### src/logic/decodePkg.sv
package decodePkg;

    // ----------------------------------------
    // instruction layout
    // ----------------------------------------
    parameter int instrWidth = 32;
    parameter int opcodeLsb  = 0;
    parameter int opcodeMsb  = 6;
    parameter int funct3Lsb  = 12;
    parameter int funct3Msb  = 14;
    parameter int funct7Lsb  = 25;
    parameter int funct7Msb  = 31;

    // major opcodes, rv32i integer subset
    parameter logic [opcodeMsb-opcodeLsb:0] opLui    = 7'b0110111;
    parameter logic [opcodeMsb-opcodeLsb:0] opAuipc  = 7'b0010111;
    parameter logic [opcodeMsb-opcodeLsb:0] opOpImm  = 7'b0010011;
    parameter logic [opcodeMsb-opcodeLsb:0] opOp     = 7'b0110011;
    parameter logic [opcodeMsb-opcodeLsb:0] opLoad   = 7'b0000011;
    parameter logic [opcodeMsb-opcodeLsb:0] opStore  = 7'b0100011;
    parameter logic [opcodeMsb-opcodeLsb:0] opBranch = 7'b1100011;
    parameter logic [opcodeMsb-opcodeLsb:0] opJal    = 7'b1101111;
    parameter logic [opcodeMsb-opcodeLsb:0] opJalr   = 7'b1100111;

    parameter logic [funct7Msb-funct7Lsb:0] funct7Base = 7'b0000000;
    parameter logic [funct7Msb-funct7Lsb:0] funct7Alt  = 7'b0100000; // sub, sra, srai

    // ----------------------------------------
    // decoder enums
    // ----------------------------------------
    typedef enum logic [3:0] {
        classLui    = 4'd0,
        classAuipc  = 4'd1,
        classOpImm  = 4'd2,
        classOp     = 4'd3,
        classLoad   = 4'd4,
        classStore  = 4'd5,
        classBranch = 4'd6,
        classJal    = 4'd7,
        classJalr   = 4'd8,
        classNone   = 4'd9  // unknown opcode
    } opClassE;

    typedef enum logic [2:0] {
        typeR = 3'd0,
        typeI = 3'd1,
        typeS = 3'd2,
        typeB = 3'd3,
        typeU = 3'd4,
        typeJ = 3'd5
    } instrTypeE;

    typedef enum logic [4:0] {
        aluNone           = 5'd0,
        aluShiftL         = 5'd1,
        aluShiftR         = 5'd2,
        aluShiftRArith    = 5'd3,
        aluAdd            = 5'd4,
        aluSub            = 5'd5,
        aluAnd            = 5'd6,
        aluOr             = 5'd7,
        aluXor            = 5'd8,
        aluLessThan       = 5'd9,  // unsigned compare
        aluLessThanSigned = 5'd10
    } aluOpE;

    typedef enum logic [2:0] {
        dByte  = 3'd0,
        dHalf  = 3'd1,
        dWord  = 3'd2,
        dByteU = 3'd3,
        dHalfU = 3'd4
    } dTypeE;

    typedef enum logic [2:0] {
        brEq  = 3'd0,
        brNe  = 3'd1,
        brLt  = 3'd2,
        brGe  = 3'd3,
        brLtu = 3'd4,
        brGeu = 3'd5
    } branchTypeE;

endpackage

### src/logic/aluOpDecoder.sv
`timescale 1ns/1ns

module aluOpDecoder (
    input  decodePkg::opClassE                                 opClass,
    input  logic [decodePkg::funct3Msb-decodePkg::funct3Lsb:0] funct3,
    input  logic [decodePkg::funct7Msb-decodePkg::funct7Lsb:0] funct7,
    output decodePkg::aluOpE                                   aluOp,
    output logic                                               badFunct
);

    always_comb begin
        aluOp    = decodePkg::aluNone;
        badFunct = 1'b0;
        case (opClass)
            decodePkg::classAuipc, decodePkg::classLoad,
            decodePkg::classStore, decodePkg::classJalr: begin
                aluOp = decodePkg::aluAdd;           // address or pc sum
            end
            decodePkg::classOp, decodePkg::classOpImm: begin
                case (funct3)
                    3'b000: begin
                        // addi has an immediate here, not a funct7
                        if (opClass == decodePkg::classOpImm ||
                            funct7 == decodePkg::funct7Base) begin
                            aluOp = decodePkg::aluAdd;
                        end else if (funct7 == decodePkg::funct7Alt) begin
                            aluOp = decodePkg::aluSub;
                        end else begin
                            badFunct = 1'b1;
                        end
                    end
                    3'b001: begin
                        if (funct7 == decodePkg::funct7Base) begin
                            aluOp = decodePkg::aluShiftL;
                        end else begin
                            badFunct = 1'b1;
                        end
                    end
                    3'b010: aluOp = decodePkg::aluLessThanSigned;  // slt/slti
                    3'b011: aluOp = decodePkg::aluLessThan;        // sltu/sltiu
                    3'b100: aluOp = decodePkg::aluXor;
                    3'b101: begin
                        if (funct7 == decodePkg::funct7Base) begin
                            aluOp = decodePkg::aluShiftR;
                        end else if (funct7 == decodePkg::funct7Alt) begin
                            aluOp = decodePkg::aluShiftRArith;
                        end else begin
                            badFunct = 1'b1;
                        end
                    end
                    3'b110: aluOp = decodePkg::aluOr;
                    default: aluOp = decodePkg::aluAnd;            // 3'b111
                endcase
            end
            default: aluOp = decodePkg::aluNone;   // lui, branch, jal, unknown
        endcase
    end

endmodule

### src/logic/decodeRegister.sv
`timescale 1ns/1ns

module decodeRegister (
    input  logic                         clk,
    input  logic                         rstN,
    input  logic                         instrValid,
    input  decodePkg::aluOpE             nextAluOp,
    input  decodePkg::instrTypeE         nextInstrType,
    input  decodePkg::dTypeE             nextDType,
    input  decodePkg::branchTypeE        nextBranchType,
    input  logic                         nextRegWrite,
    input  logic                         nextMemWrite,
    input  logic                         nextLoad,
    input  logic                         nextJump,
    input  logic                         nextAuipc,
    input  logic                         badOpcode,
    input  logic                         badFunct,
    input  logic                         badFunct3,
    output logic                         decValid,
    output decodePkg::aluOpE             aluOp,
    output decodePkg::instrTypeE         instrType,
    output decodePkg::dTypeE             dType,
    output decodePkg::branchTypeE        branchType,
    output logic                         regWrite,
    output logic                         memWrite,
    output logic                         load,
    output logic                         jump,
    output logic                         auipc,
    output logic                         illegal
);

    logic badAny;

    assign badAny = badOpcode | badFunct | badFunct3;

    // ----------------------------------------
    // capture on strobe, hold otherwise
    // ----------------------------------------
    always_ff @(posedge clk or negedge rstN) begin
        if (!rstN) begin
            decValid   <= 1'b0;
            aluOp      <= decodePkg::aluNone;
            instrType  <= decodePkg::typeR;
            dType      <= decodePkg::dByte;
            branchType <= decodePkg::brEq;
            regWrite   <= 1'b0;
            memWrite   <= 1'b0;
            load       <= 1'b0;
            jump       <= 1'b0;
            auipc      <= 1'b0;
            illegal    <= 1'b0;
        end else begin
            decValid <= instrValid;                  // one pulse per strobe
            if (instrValid) begin
                aluOp      <= badAny ? decodePkg::aluNone : nextAluOp;
                instrType  <= nextInstrType;
                dType      <= nextDType;
                branchType <= nextBranchType;
                regWrite   <= nextRegWrite & ~badAny;  // no side effects when illegal
                memWrite   <= nextMemWrite & ~badAny;
                load       <= nextLoad & ~badAny;
                jump       <= nextJump & ~badAny;
                auipc      <= nextAuipc & ~badAny;
                illegal    <= badAny;
            end
        end
    end

endmodule

### src/logic/instrDecoder.sv
`timescale 1ns/1ns

module instrDecoder (
    input  logic                             clk,
    input  logic                             rstN,
    input  logic                             instrValid,
    input  logic [decodePkg::instrWidth-1:0] instr,
    output logic                             decValid,
    output decodePkg::aluOpE                 aluOp,
    output decodePkg::instrTypeE             instrType,
    output decodePkg::dTypeE                 dType,
    output decodePkg::branchTypeE            branchType,
    output logic                             regWrite,
    output logic                             memWrite,
    output logic                             load,
    output logic                             jump,
    output logic                             auipc,
    output logic                             illegal
);

    // ----------------------------------------
    // instruction fields
    // ----------------------------------------
    logic [decodePkg::opcodeMsb-decodePkg::opcodeLsb:0] opcode;
    logic [decodePkg::funct3Msb-decodePkg::funct3Lsb:0] funct3;
    logic [decodePkg::funct7Msb-decodePkg::funct7Lsb:0] funct7;

    assign opcode = instr[decodePkg::opcodeMsb:decodePkg::opcodeLsb];
    assign funct3 = instr[decodePkg::funct3Msb:decodePkg::funct3Lsb];
    assign funct7 = instr[decodePkg::funct7Msb:decodePkg::funct7Lsb];

    // combinational decode results
    decodePkg::opClassE     opClass;
    decodePkg::instrTypeE   classType;
    decodePkg::aluOpE       decAluOp;
    decodePkg::dTypeE       decDType;
    decodePkg::branchTypeE  decBranchType;
    logic                   classRegWrite;
    logic                   classMemWrite;
    logic                   classLoad;
    logic                   classJump;
    logic                   classAuipc;
    logic                   badOpcode;
    logic                   badFunct;
    logic                   badFunct3;

    opcodeClassifier opcodeClassifier_i (
        .opcode    (opcode),
        .opClass   (opClass),
        .instrType (classType),
        .regWrite  (classRegWrite),
        .memWrite  (classMemWrite),
        .load      (classLoad),
        .jump      (classJump),
        .auipc     (classAuipc),
        .badOpcode (badOpcode)
    );

    aluOpDecoder aluOpDecoder_i (
        .opClass  (opClass),
        .funct3   (funct3),
        .funct7   (funct7),
        .aluOp    (decAluOp),
        .badFunct (badFunct)
    );

    memBranchDecoder memBranchDecoder_i (
        .opClass    (opClass),
        .funct3     (funct3),
        .dType      (decDType),
        .branchType (decBranchType),
        .badFunct3  (badFunct3)
    );

    decodeRegister decodeRegister_i (
        .clk            (clk),
        .rstN           (rstN),
        .instrValid     (instrValid),
        .nextAluOp      (decAluOp),
        .nextInstrType  (classType),
        .nextDType      (decDType),
        .nextBranchType (decBranchType),
        .nextRegWrite   (classRegWrite),
        .nextMemWrite   (classMemWrite),
        .nextLoad       (classLoad),
        .nextJump       (classJump),
        .nextAuipc      (classAuipc),
        .badOpcode      (badOpcode),
        .badFunct       (badFunct),
        .badFunct3      (badFunct3),
        .decValid       (decValid),
        .aluOp          (aluOp),
        .instrType      (instrType),
        .dType          (dType),
        .branchType     (branchType),
        .regWrite       (regWrite),
        .memWrite       (memWrite),
        .load           (load),
        .jump           (jump),
        .auipc          (auipc),
        .illegal        (illegal)
    );

endmodule

### src/logic/memBranchDecoder.sv
`timescale 1ns/1ns

module memBranchDecoder (
    input  decodePkg::opClassE                                 opClass,
    input  logic [decodePkg::funct3Msb-decodePkg::funct3Lsb:0] funct3,
    output decodePkg::dTypeE                                   dType,
    output decodePkg::branchTypeE                              branchType,
    output logic                                               badFunct3
);

    always_comb begin
        dType      = decodePkg::dByte;
        branchType = decodePkg::brEq;
        badFunct3  = 1'b0;
        case (opClass)
            decodePkg::classLoad: begin
                case (funct3)
                    3'b000:  dType = decodePkg::dByte;
                    3'b001:  dType = decodePkg::dHalf;
                    3'b010:  dType = decodePkg::dWord;
                    3'b100:  dType = decodePkg::dByteU;
                    3'b101:  dType = decodePkg::dHalfU;
                    default: badFunct3 = 1'b1;       // 011, 110, 111
                endcase
            end
            decodePkg::classStore: begin
                case (funct3)
                    3'b000:  dType = decodePkg::dByte;
                    3'b001:  dType = decodePkg::dHalf;
                    3'b010:  dType = decodePkg::dWord;
                    default: badFunct3 = 1'b1;       // no unsigned stores
                endcase
            end
            decodePkg::classBranch: begin
                case (funct3)
                    3'b000:  branchType = decodePkg::brEq;
                    3'b001:  branchType = decodePkg::brNe;
                    3'b100:  branchType = decodePkg::brLt;
                    3'b101:  branchType = decodePkg::brGe;
                    3'b110:  branchType = decodePkg::brLtu;
                    3'b111:  branchType = decodePkg::brGeu;
                    default: badFunct3 = 1'b1;       // 010, 011
                endcase
            end
            default: badFunct3 = 1'b0;               // funct3 not used for width
        endcase
    end

endmodule

### src/logic/opcodeClassifier.sv
`timescale 1ns/1ns

module opcodeClassifier (
    input  logic [decodePkg::opcodeMsb-decodePkg::opcodeLsb:0] opcode,
    output decodePkg::opClassE                                 opClass,
    output decodePkg::instrTypeE                               instrType,
    output logic                                               regWrite,
    output logic                                               memWrite,
    output logic                                               load,
    output logic                                               jump,
    output logic                                               auipc,
    output logic                                               badOpcode
);

    always_comb begin
        opClass   = decodePkg::classNone;
        instrType = decodePkg::typeR;
        regWrite  = 1'b0;
        memWrite  = 1'b0;
        load      = 1'b0;
        jump      = 1'b0;
        auipc     = 1'b0;
        badOpcode = 1'b0;
        case (opcode)
            decodePkg::opLui: begin
                opClass   = decodePkg::classLui;
                instrType = decodePkg::typeU;
                regWrite  = 1'b1;
            end
            decodePkg::opAuipc: begin
                opClass   = decodePkg::classAuipc;
                instrType = decodePkg::typeU;
                regWrite  = 1'b1;
                auipc     = 1'b1;                // pc-relative upper immediate
            end
            decodePkg::opOpImm: begin
                opClass   = decodePkg::classOpImm;
                instrType = decodePkg::typeI;
                regWrite  = 1'b1;
            end
            decodePkg::opOp: begin
                opClass   = decodePkg::classOp;
                instrType = decodePkg::typeR;
                regWrite  = 1'b1;
            end
            decodePkg::opLoad: begin
                opClass   = decodePkg::classLoad;
                instrType = decodePkg::typeI;
                regWrite  = 1'b1;
                load      = 1'b1;                // rd gets lsu data
            end
            decodePkg::opStore: begin
                opClass   = decodePkg::classStore;
                instrType = decodePkg::typeS;
                memWrite  = 1'b1;
            end
            decodePkg::opBranch: begin
                opClass   = decodePkg::classBranch;
                instrType = decodePkg::typeB;
            end
            decodePkg::opJal: begin
                opClass   = decodePkg::classJal;
                instrType = decodePkg::typeJ;
                regWrite  = 1'b1;                // link address
                jump      = 1'b1;
            end
            decodePkg::opJalr: begin
                opClass   = decodePkg::classJalr;
                instrType = decodePkg::typeI;
                regWrite  = 1'b1;
                jump      = 1'b1;
            end
            default: badOpcode = 1'b1;           // fp and custom opcodes land here
        endcase
    end

endmodule

### config.mk
export PLATFORM = sky130hd
export DESIGN_NAME = instrDecoder
export DESIGN_NICKNAME = d
export VERILOG_FILES = /design/src/logic/decodePkg.sv /design/src/logic/aluOpDecoder.sv /design/src/logic/decodeRegister.sv /design/src/logic/instrDecoder.sv /design/src/logic/memBranchDecoder.sv /design/src/logic/opcodeClassifier.sv
export SDC_FILE = /design/constraint.sdc
export NUM_CORES = 1
export LEC_CHECK = 0
export BUFFER_PORTS_ARGS = -buffer_cell sky130_fd_sc_hd__buf_4
export CAP_MARGIN = 20
export CORE_UTILIZATION = 46
export CTS_CLUSTER_SIZE = 12
export DETAILED_ROUTE_END_ITERATION = 8
export PLACE_DENSITY = 0.77
export SETUP_SLACK_MARGIN = 0.5
export SYNTH_ARGS = -nofsm -noshare
export SYNTH_HDL_FRONTEND = slang
export SYNTH_SLANG_ARGS = --single-unit
### constraint.sdc
create_clock -name clk -period 0.8 [get_ports clk]
set_input_delay 0.12 -clock clk [delete_from_list [all_inputs] [get_ports clk]]
set_output_delay 0.12 -clock clk [all_outputs]
set_load 0.03 [all_outputs]
# Word-level counts from Yosys, hierarchy flattened
# Cells that the tools add are included.
[totals]
regBits = 21
in_bits = 35
output_inout_bits = 21
word_cells = 87
[classes]
eq_ne = 24
n_mux = 31
n_bitwise = 8
reduce_logical = 13
[ops]
columns = ["cell", "count"]
rows = [
  ["4-bit case mux with 9 select lines", 1],
  ["5-bit case mux with 7 select lines", 1],
  ["3-bit case mux with 5 select lines", 2],
  ["7-bit by 6-bit equality test with 1-bit output (second input constant)", 4],
  ["7-bit equality test (second input constant)", 3],
  ["1-bit 2-to-1 mux", 15],
  ["5-bit 2-to-1 mux", 3],
  ["7-bit by 5-bit equality test with 1-bit output (second input constant)", 2],
  ["3-bit equality test (second input constant)", 4],
  ["4-bit by 3-bit equality test with 1-bit output (second input constant)", 3],
  ["3-bit case mux with 4 select lines", 1],
  ["5-bit case mux with 2 select lines", 1],
  ["9-bit OR reduction", 1],
  ["4-bit by 2-bit equality test with 1-bit output (second input constant)", 2],
  ["7-bit by 2-bit equality test with 1-bit output (second input constant)", 1],
  ["7-bit zero test", 1],
  ["7-bit OR reduction", 1],
  ["3-bit by 2-bit equality test with 1-bit output (second input constant)", 2],
  ["3-bit 2-to-1 mux", 2],
  ["1-bit case mux with 3 select lines", 2],
  ["3-bit case mux with 2 select lines", 1],
  ["2-bit OR reduction", 3],
  ["3-bit OR reduction", 2],
  ["6-bit OR reduction", 1],
  ["other kinds (12)", 17],
]

# Longest topological paths before layout
[logic_depth]
depth_word = 11
ltp_mapped = 6
depth_no_buf = 5

# By module
# Synthesis repeated with hierarchy kept, for this count alone.
[unflattened]
cells_unflattened = 167
hier_area_um2 = 1535.2
[by_module_without_submodules]
columns = ["mod", "n_inst", "cells_per_inst", "area_each_um2", "seq_area_each_um2"]
rows = [
  ["decodeRegister", 1, 66, 878.3, 525.5],
  ["opcodeClassifier", 1, 48, 289.0, 0.0],
  ["aluOpDecoder", 1, 35, 236.5, 0.0],
  ["memBranchDecoder", 1, 18, 131.4, 0.0],
]

# Worst setup path before layout
# No wires, ideal clock.
[synth_path]
kind = "input port to flip-flop"
from = "input instr[26] (netlist name)"
to = "register decodeRegister_i.regWrite"
setup_time_ns = 0.096
t_arrival_ns = 1.419
required_ns = 0.704
setup_slack_ns = -0.714
cell_stages = 5
n_path_buf = 0
path_cell_list = "or4_4 > nor3_4 > o32ai_1 > a21bo_4 > o32ai_2"
[synth_via]
elab_chain_len = 9
elab_cells_between_ends = 13
cone_classes = "eq/ne (1); mux (6); bitwise (4); reduce/logical (2)"
[synth_rtl]
columns = ["element", "line_no", "rtl"]
rows = [
  ["start, declared", "instrDecoder.sv:7", "input logic [decodePkg::instrWidth-1:0] instr,"],
  ["7-bit by 6-bit equality test with 1-bit output or 7-bit zero test (tied branches)", "-", ""],
  ["1-bit 2-to-1 mux or 1-bit logical OR (tied branches)", "aluOpDecoder.sv:26, aluOpDecoder.sv:45, aluOpDecoder.sv:23", ""],
  ["1-bit 2-to-1 mux, on equally long branches", "aluOpDecoder.sv:43, aluOpDecoder.sv:23", ""],
  ["1-bit case mux with 3 select lines *", "aluOpDecoder.sv:20", "case (funct3)"],
  ["1-bit 2-to-1 mux *", "aluOpDecoder.sv:14", "case (opClass)"],
  ["1-bit bitwise OR * (2 in series)", "decodeRegister.sv:34", "assign badAny = badOpcode | badFunct | badFunct3;"],
  ["1-bit NOT *", "decodeRegister.sv:59", "regWrite <= nextRegWrite & ~badAny;"],
  ["1-bit AND *", "decodeRegister.sv:59", ""],
  ["end signal, assigned", "decodeRegister.sv:59", ""],
  ["end, declared", "decodeRegister.sv:24", "output logic regWrite,"],
]
# Every way passes the cells marked *; elsewhere a longest branch is shown, timed or not.
# A chain may end at the register's enable or synchronous reset.

# Worst setup path after layout
[layout_path]
from = "input instr[26] (netlist name)"
to = "register decodeRegister_i.aluOp[2]"
[layout_via]
elab_chain_len = 8
elab_cells_between_ends = 16
cone_classes = "eq/ne (1); mux (11); bitwise (2); reduce/logical (2)"
[layout_rtl]
columns = ["element", "line_no", "rtl"]
rows = [
  ["7-bit by 6-bit equality test with 1-bit output or 7-bit zero test (tied branches)", "-", ""],
  ["1-bit 2-to-1 mux or 1-bit logical OR (tied branches)", "aluOpDecoder.sv:26, aluOpDecoder.sv:45, aluOpDecoder.sv:23", ""],
  ["1-bit 2-to-1 mux, on equally long branches", "aluOpDecoder.sv:43, aluOpDecoder.sv:23", ""],
  ["1-bit case mux with 3 select lines", "aluOpDecoder.sv:20", ""],
  ["1-bit 2-to-1 mux", "aluOpDecoder.sv:14", ""],
  ["1-bit bitwise OR (2 in series)", "decodeRegister.sv:34", ""],
  ["5-bit 2-to-1 mux *", "decodeRegister.sv:55", "aluOp <= badAny ? decodePkg::aluNone : nextAluOp;"],
  ["end signal, assigned", "decodeRegister.sv:42", "aluOp <= decodePkg::aluNone;"],
  ["end signal, assigned", "decodeRegister.sv:55", ""],
  ["end, declared", "decodeRegister.sv:20", "output decodePkg::aluOpE aluOp,"],
]
# Marked as above.

==> impl_metrics.yaml <==
global_routing:
  antenna_found_initial: 0
  grt_first_pass_wirelength_um: 6700
  grt_pass1_vias: 1335
  grt_overflow: 0
  grt_max_degree: 26
  track_usage: 0.339
die:
  rows: 18
  die-width_um: 53.4
  die_y_um: 53.4
  initial_core_util: 0.487
  core_area_um2: 2500
  pin_count: 56
  die_area_um2: 2860
detailed_routing:
  avgViaCountPerCell: 6.08
  wirelength_um: 4920
  drtIter0Drc: 77
  wl_per_cell_um: 20.3
  ant_nets: 0
  drc_errors: 0
  vias: 1477
  drt-pass1-iter-count: 4
cts:
  cts_max_level: 1
  cts_buffers: 3
  clock_path_buffers: 2
  cts_sinks: 20
  ctsRootBufferMaster: "clkbuf_4"
  clk-insertion-delay-late_ns: 0.32
  cts_tree: "done"
  clk_pin_slew_ns: 0.13
synth:
  ys_warn_count: 0
  ys_top_cells_by_area: "dfrtp_1, inv_1, o32ai_2"
  synth-edff-count: 0
  ys_ff_latch: 20
  ys_async_sr_fraction: 1.00
  synth_ff_type: "dfrtp_1"
  ys_top_cells_by_count: "inv_1, dfrtp_1, o21ai_0"
  synth_area_um2: 1220
  synth_nets: 170
  avgSynthCellArea_um2: 9.02
  yosysSeqAreaShare: 0.411
  yosysTopAreaCellShare: 0.411
  yosysMostFrequentCell: "inv_1"
  yosys.area.top_type: "dfrtp_1"
  ys_types: 37
  syn_inst: 135
timing:
  skew_ns: 0
  slew_viol_final: 0
  hold_slack_ns: -0.346
  rsz0062_at_grt: "true"
  worst_slack_ns: -0.528
  fin_crit_sh: 1.66
  hold_viol: 20
  max_freq_ghz: 0.753
  min_period_ns: 1.33
  setup_viol: 38
setup_path:
  crit_required_ns: 1.05
  regToRegEndpoint: "decodeRegister_i.aluOp[0]$_DFFE_PN0P_"
  path_class: "in -> reg"
  rr_worst_depth: 3
  end_kind: "flop"
  critPathCapture: "decodeRegister_i.aluOp[2]$_DFFE_PN0P_"
  r2r_start: "decodeRegister_i.aluOp[0]$_DFFE_PN0P_"
  reg2reg_slack_ns: -0.08
  cp_max_fo: 2
  cp-startpoint: "instr[26]"
  startpoint_type: "input pin"
  arrival_ns: 1.58
power_and_ir_drop:
  p_per_area_nw_per_um2: 1030
  p_total_mw: 2.32
  peakVddDrop_mv: 1.52
  p_leak_nw: 0.937
min_path:
  hold_class: "in -> async"
run_status:
  violations: "hold timing, setup timing"
  status: "complete, but fails checks"
job:
  cap_violations: 0
placement:
  place_ws_ns: -0.929
  gp_congestion: 0.851
  place.port_buffers: 39
  hpwl_um: 2790
final_layout:
  nets: 249
  fin_util: 0.902
  drive_above_1_share: 0.662
  n_antenna_cell: 0
  syn2layout_area_growth_pct: 85.2
-- logic make-up (layout without fill, tap and decap cells) --
kind of cell,count (synthesis),in the layout,synth area share
compound gates,42,42,0.281
buf+inv,34,112,0.114
flops,20,20,0.411
mux,2,2,0.0164
other cells,1,1,0.00308
simple gates,36,36,0.175
-- layer usage --
metal  track usage  vias to the layer above  share of wire
met5             0                        -              0
met4         0.132                        0          0.051
met3        0.0747                       30          0.066
met2         0.569                       85           0.50
met1         0.414                      721           0.38
li1              -                      641              -
-- how the worst min path moves through the flow --
stage	to	cells past startpoint	from
2_1_floorplan	decodeRegister_i.aluOp[0]$_DFFE_PN0P_	0	rstN
3_3_place_gp	decodeRegister_i.aluOp[3]$_DFFE_PN0P_	1	rstN
3_5_place_dp	decodeRegister_i.aluOp[3]$_DFFE_PN0P_	1	rstN
4_1_cts	decodeRegister_i.instrType[0]$_DFFE_PN0P_	1	rstN
5_1_grt	decodeRegister_i.aluOp[1]$_DFFE_PN0P_	1	rstN
6_report	decodeRegister_i.aluOp[1]$_DFFE_PN0P_	1	rstN
-- state kept, by name (all words and copies together) (netlist names) --
| register | count |
|---|---|
| decodeRegister_i.aluOp | 4 |
| decodeRegister_i.branchType | 3 |
| decodeRegister_i.dType | 3 |
| decodeRegister_i.instrType | 3 |
| decodeRegister_i.auipc | 1 |
| decodeRegister_i.decValid | 1 |
| decodeRegister_i.illegal | 1 |
| decodeRegister_i.jump | 1 |
| decodeRegister_i.load | 1 |
| decodeRegister_i.memWrite | 1 |
| decodeRegister_i.regWrite | 1 |
-- worst max-delay path, stage by stage --
cell and delay [ns]:
buf_6 0.09, or4_4 0.54, buf_4 0.18, o31ai_4 0.22
a22oi_2 0.10, o32a_1 0.19, o22ai_1 0.14
-- final cells by class --
type,instances,area [um2]
repair buffers,85,801
multi-input cells,81,767
flip-flops and latches,20,524
fillers,98,245
inverters,23,88.8
well taps,30,37.5
clock buffers,4,36.3
-- cell usage in the layout (no fill, tap or decap), types with 2 or more instances in the layout --
master / synthesis / final
buf_4: 2 / 46
buf_6: 0 / 36
inv_1: 23 / 21
dfrtp_2: 0 / 19
o32ai_2: 4 / 7
nand2_1: 8 / 6
o21ai_0: 9 / 4
o21ai_1: 0 / 4
nand4_1: 4 / 4
nor3_1: 4 / 4
o22ai_1: 7 / 4
nor2_1: 5 / 3
a21oi_1: 3 / 3
o22ai_2: 0 / 3
clkbuf_4: 0 / 3
nor4_4: 0 / 2
nand4b_1: 2 / 2
mux2i_1: 2 / 2
nor2_2: 0 / 2
a21boi_2: 0 / 2
nand3_1: 2 / 2
nand3b_1: 2 / 2
o21a_1: 2 / 2
buf_8: 0 / 2
-- power by group --
part / switching (mW) / internal (mW) / total [mW]
clock network: 0.344 / 0.279 / 0.622
logic: 0.350 / 0.317 / 0.668
registers: 0.00715 / 1.02 / 1.03
total: 0.701 / 1.62 / 2.32
-- timing repair --
item	in CTS	in global routing
setup buffers	7	7
pin swaps	15	9
endpoints found under the hold margin	20	20
gates resized for setup	48	20
setup endpoints to repair	39	39
-- per-stage QoR --
step | instance area, um2 | hold slack [ns] | setup TNS (ns) | std cells
final | 2250 | -0.346 | -10.28 | 243
after global routing | 2250 | -0.340 | -11.46 | 243
after global placement | 1820 | 0.00762 | -11.15 | 225
after floorplan | 1340 | -0.176 | -6.91 | 135
after detailed placement | 1820 | 0.0171 | -11.90 | 225
after CTS | 2120 | -0.323 | -8.69 | 236
Note: power is estimated with default switching activity, not from simulation.
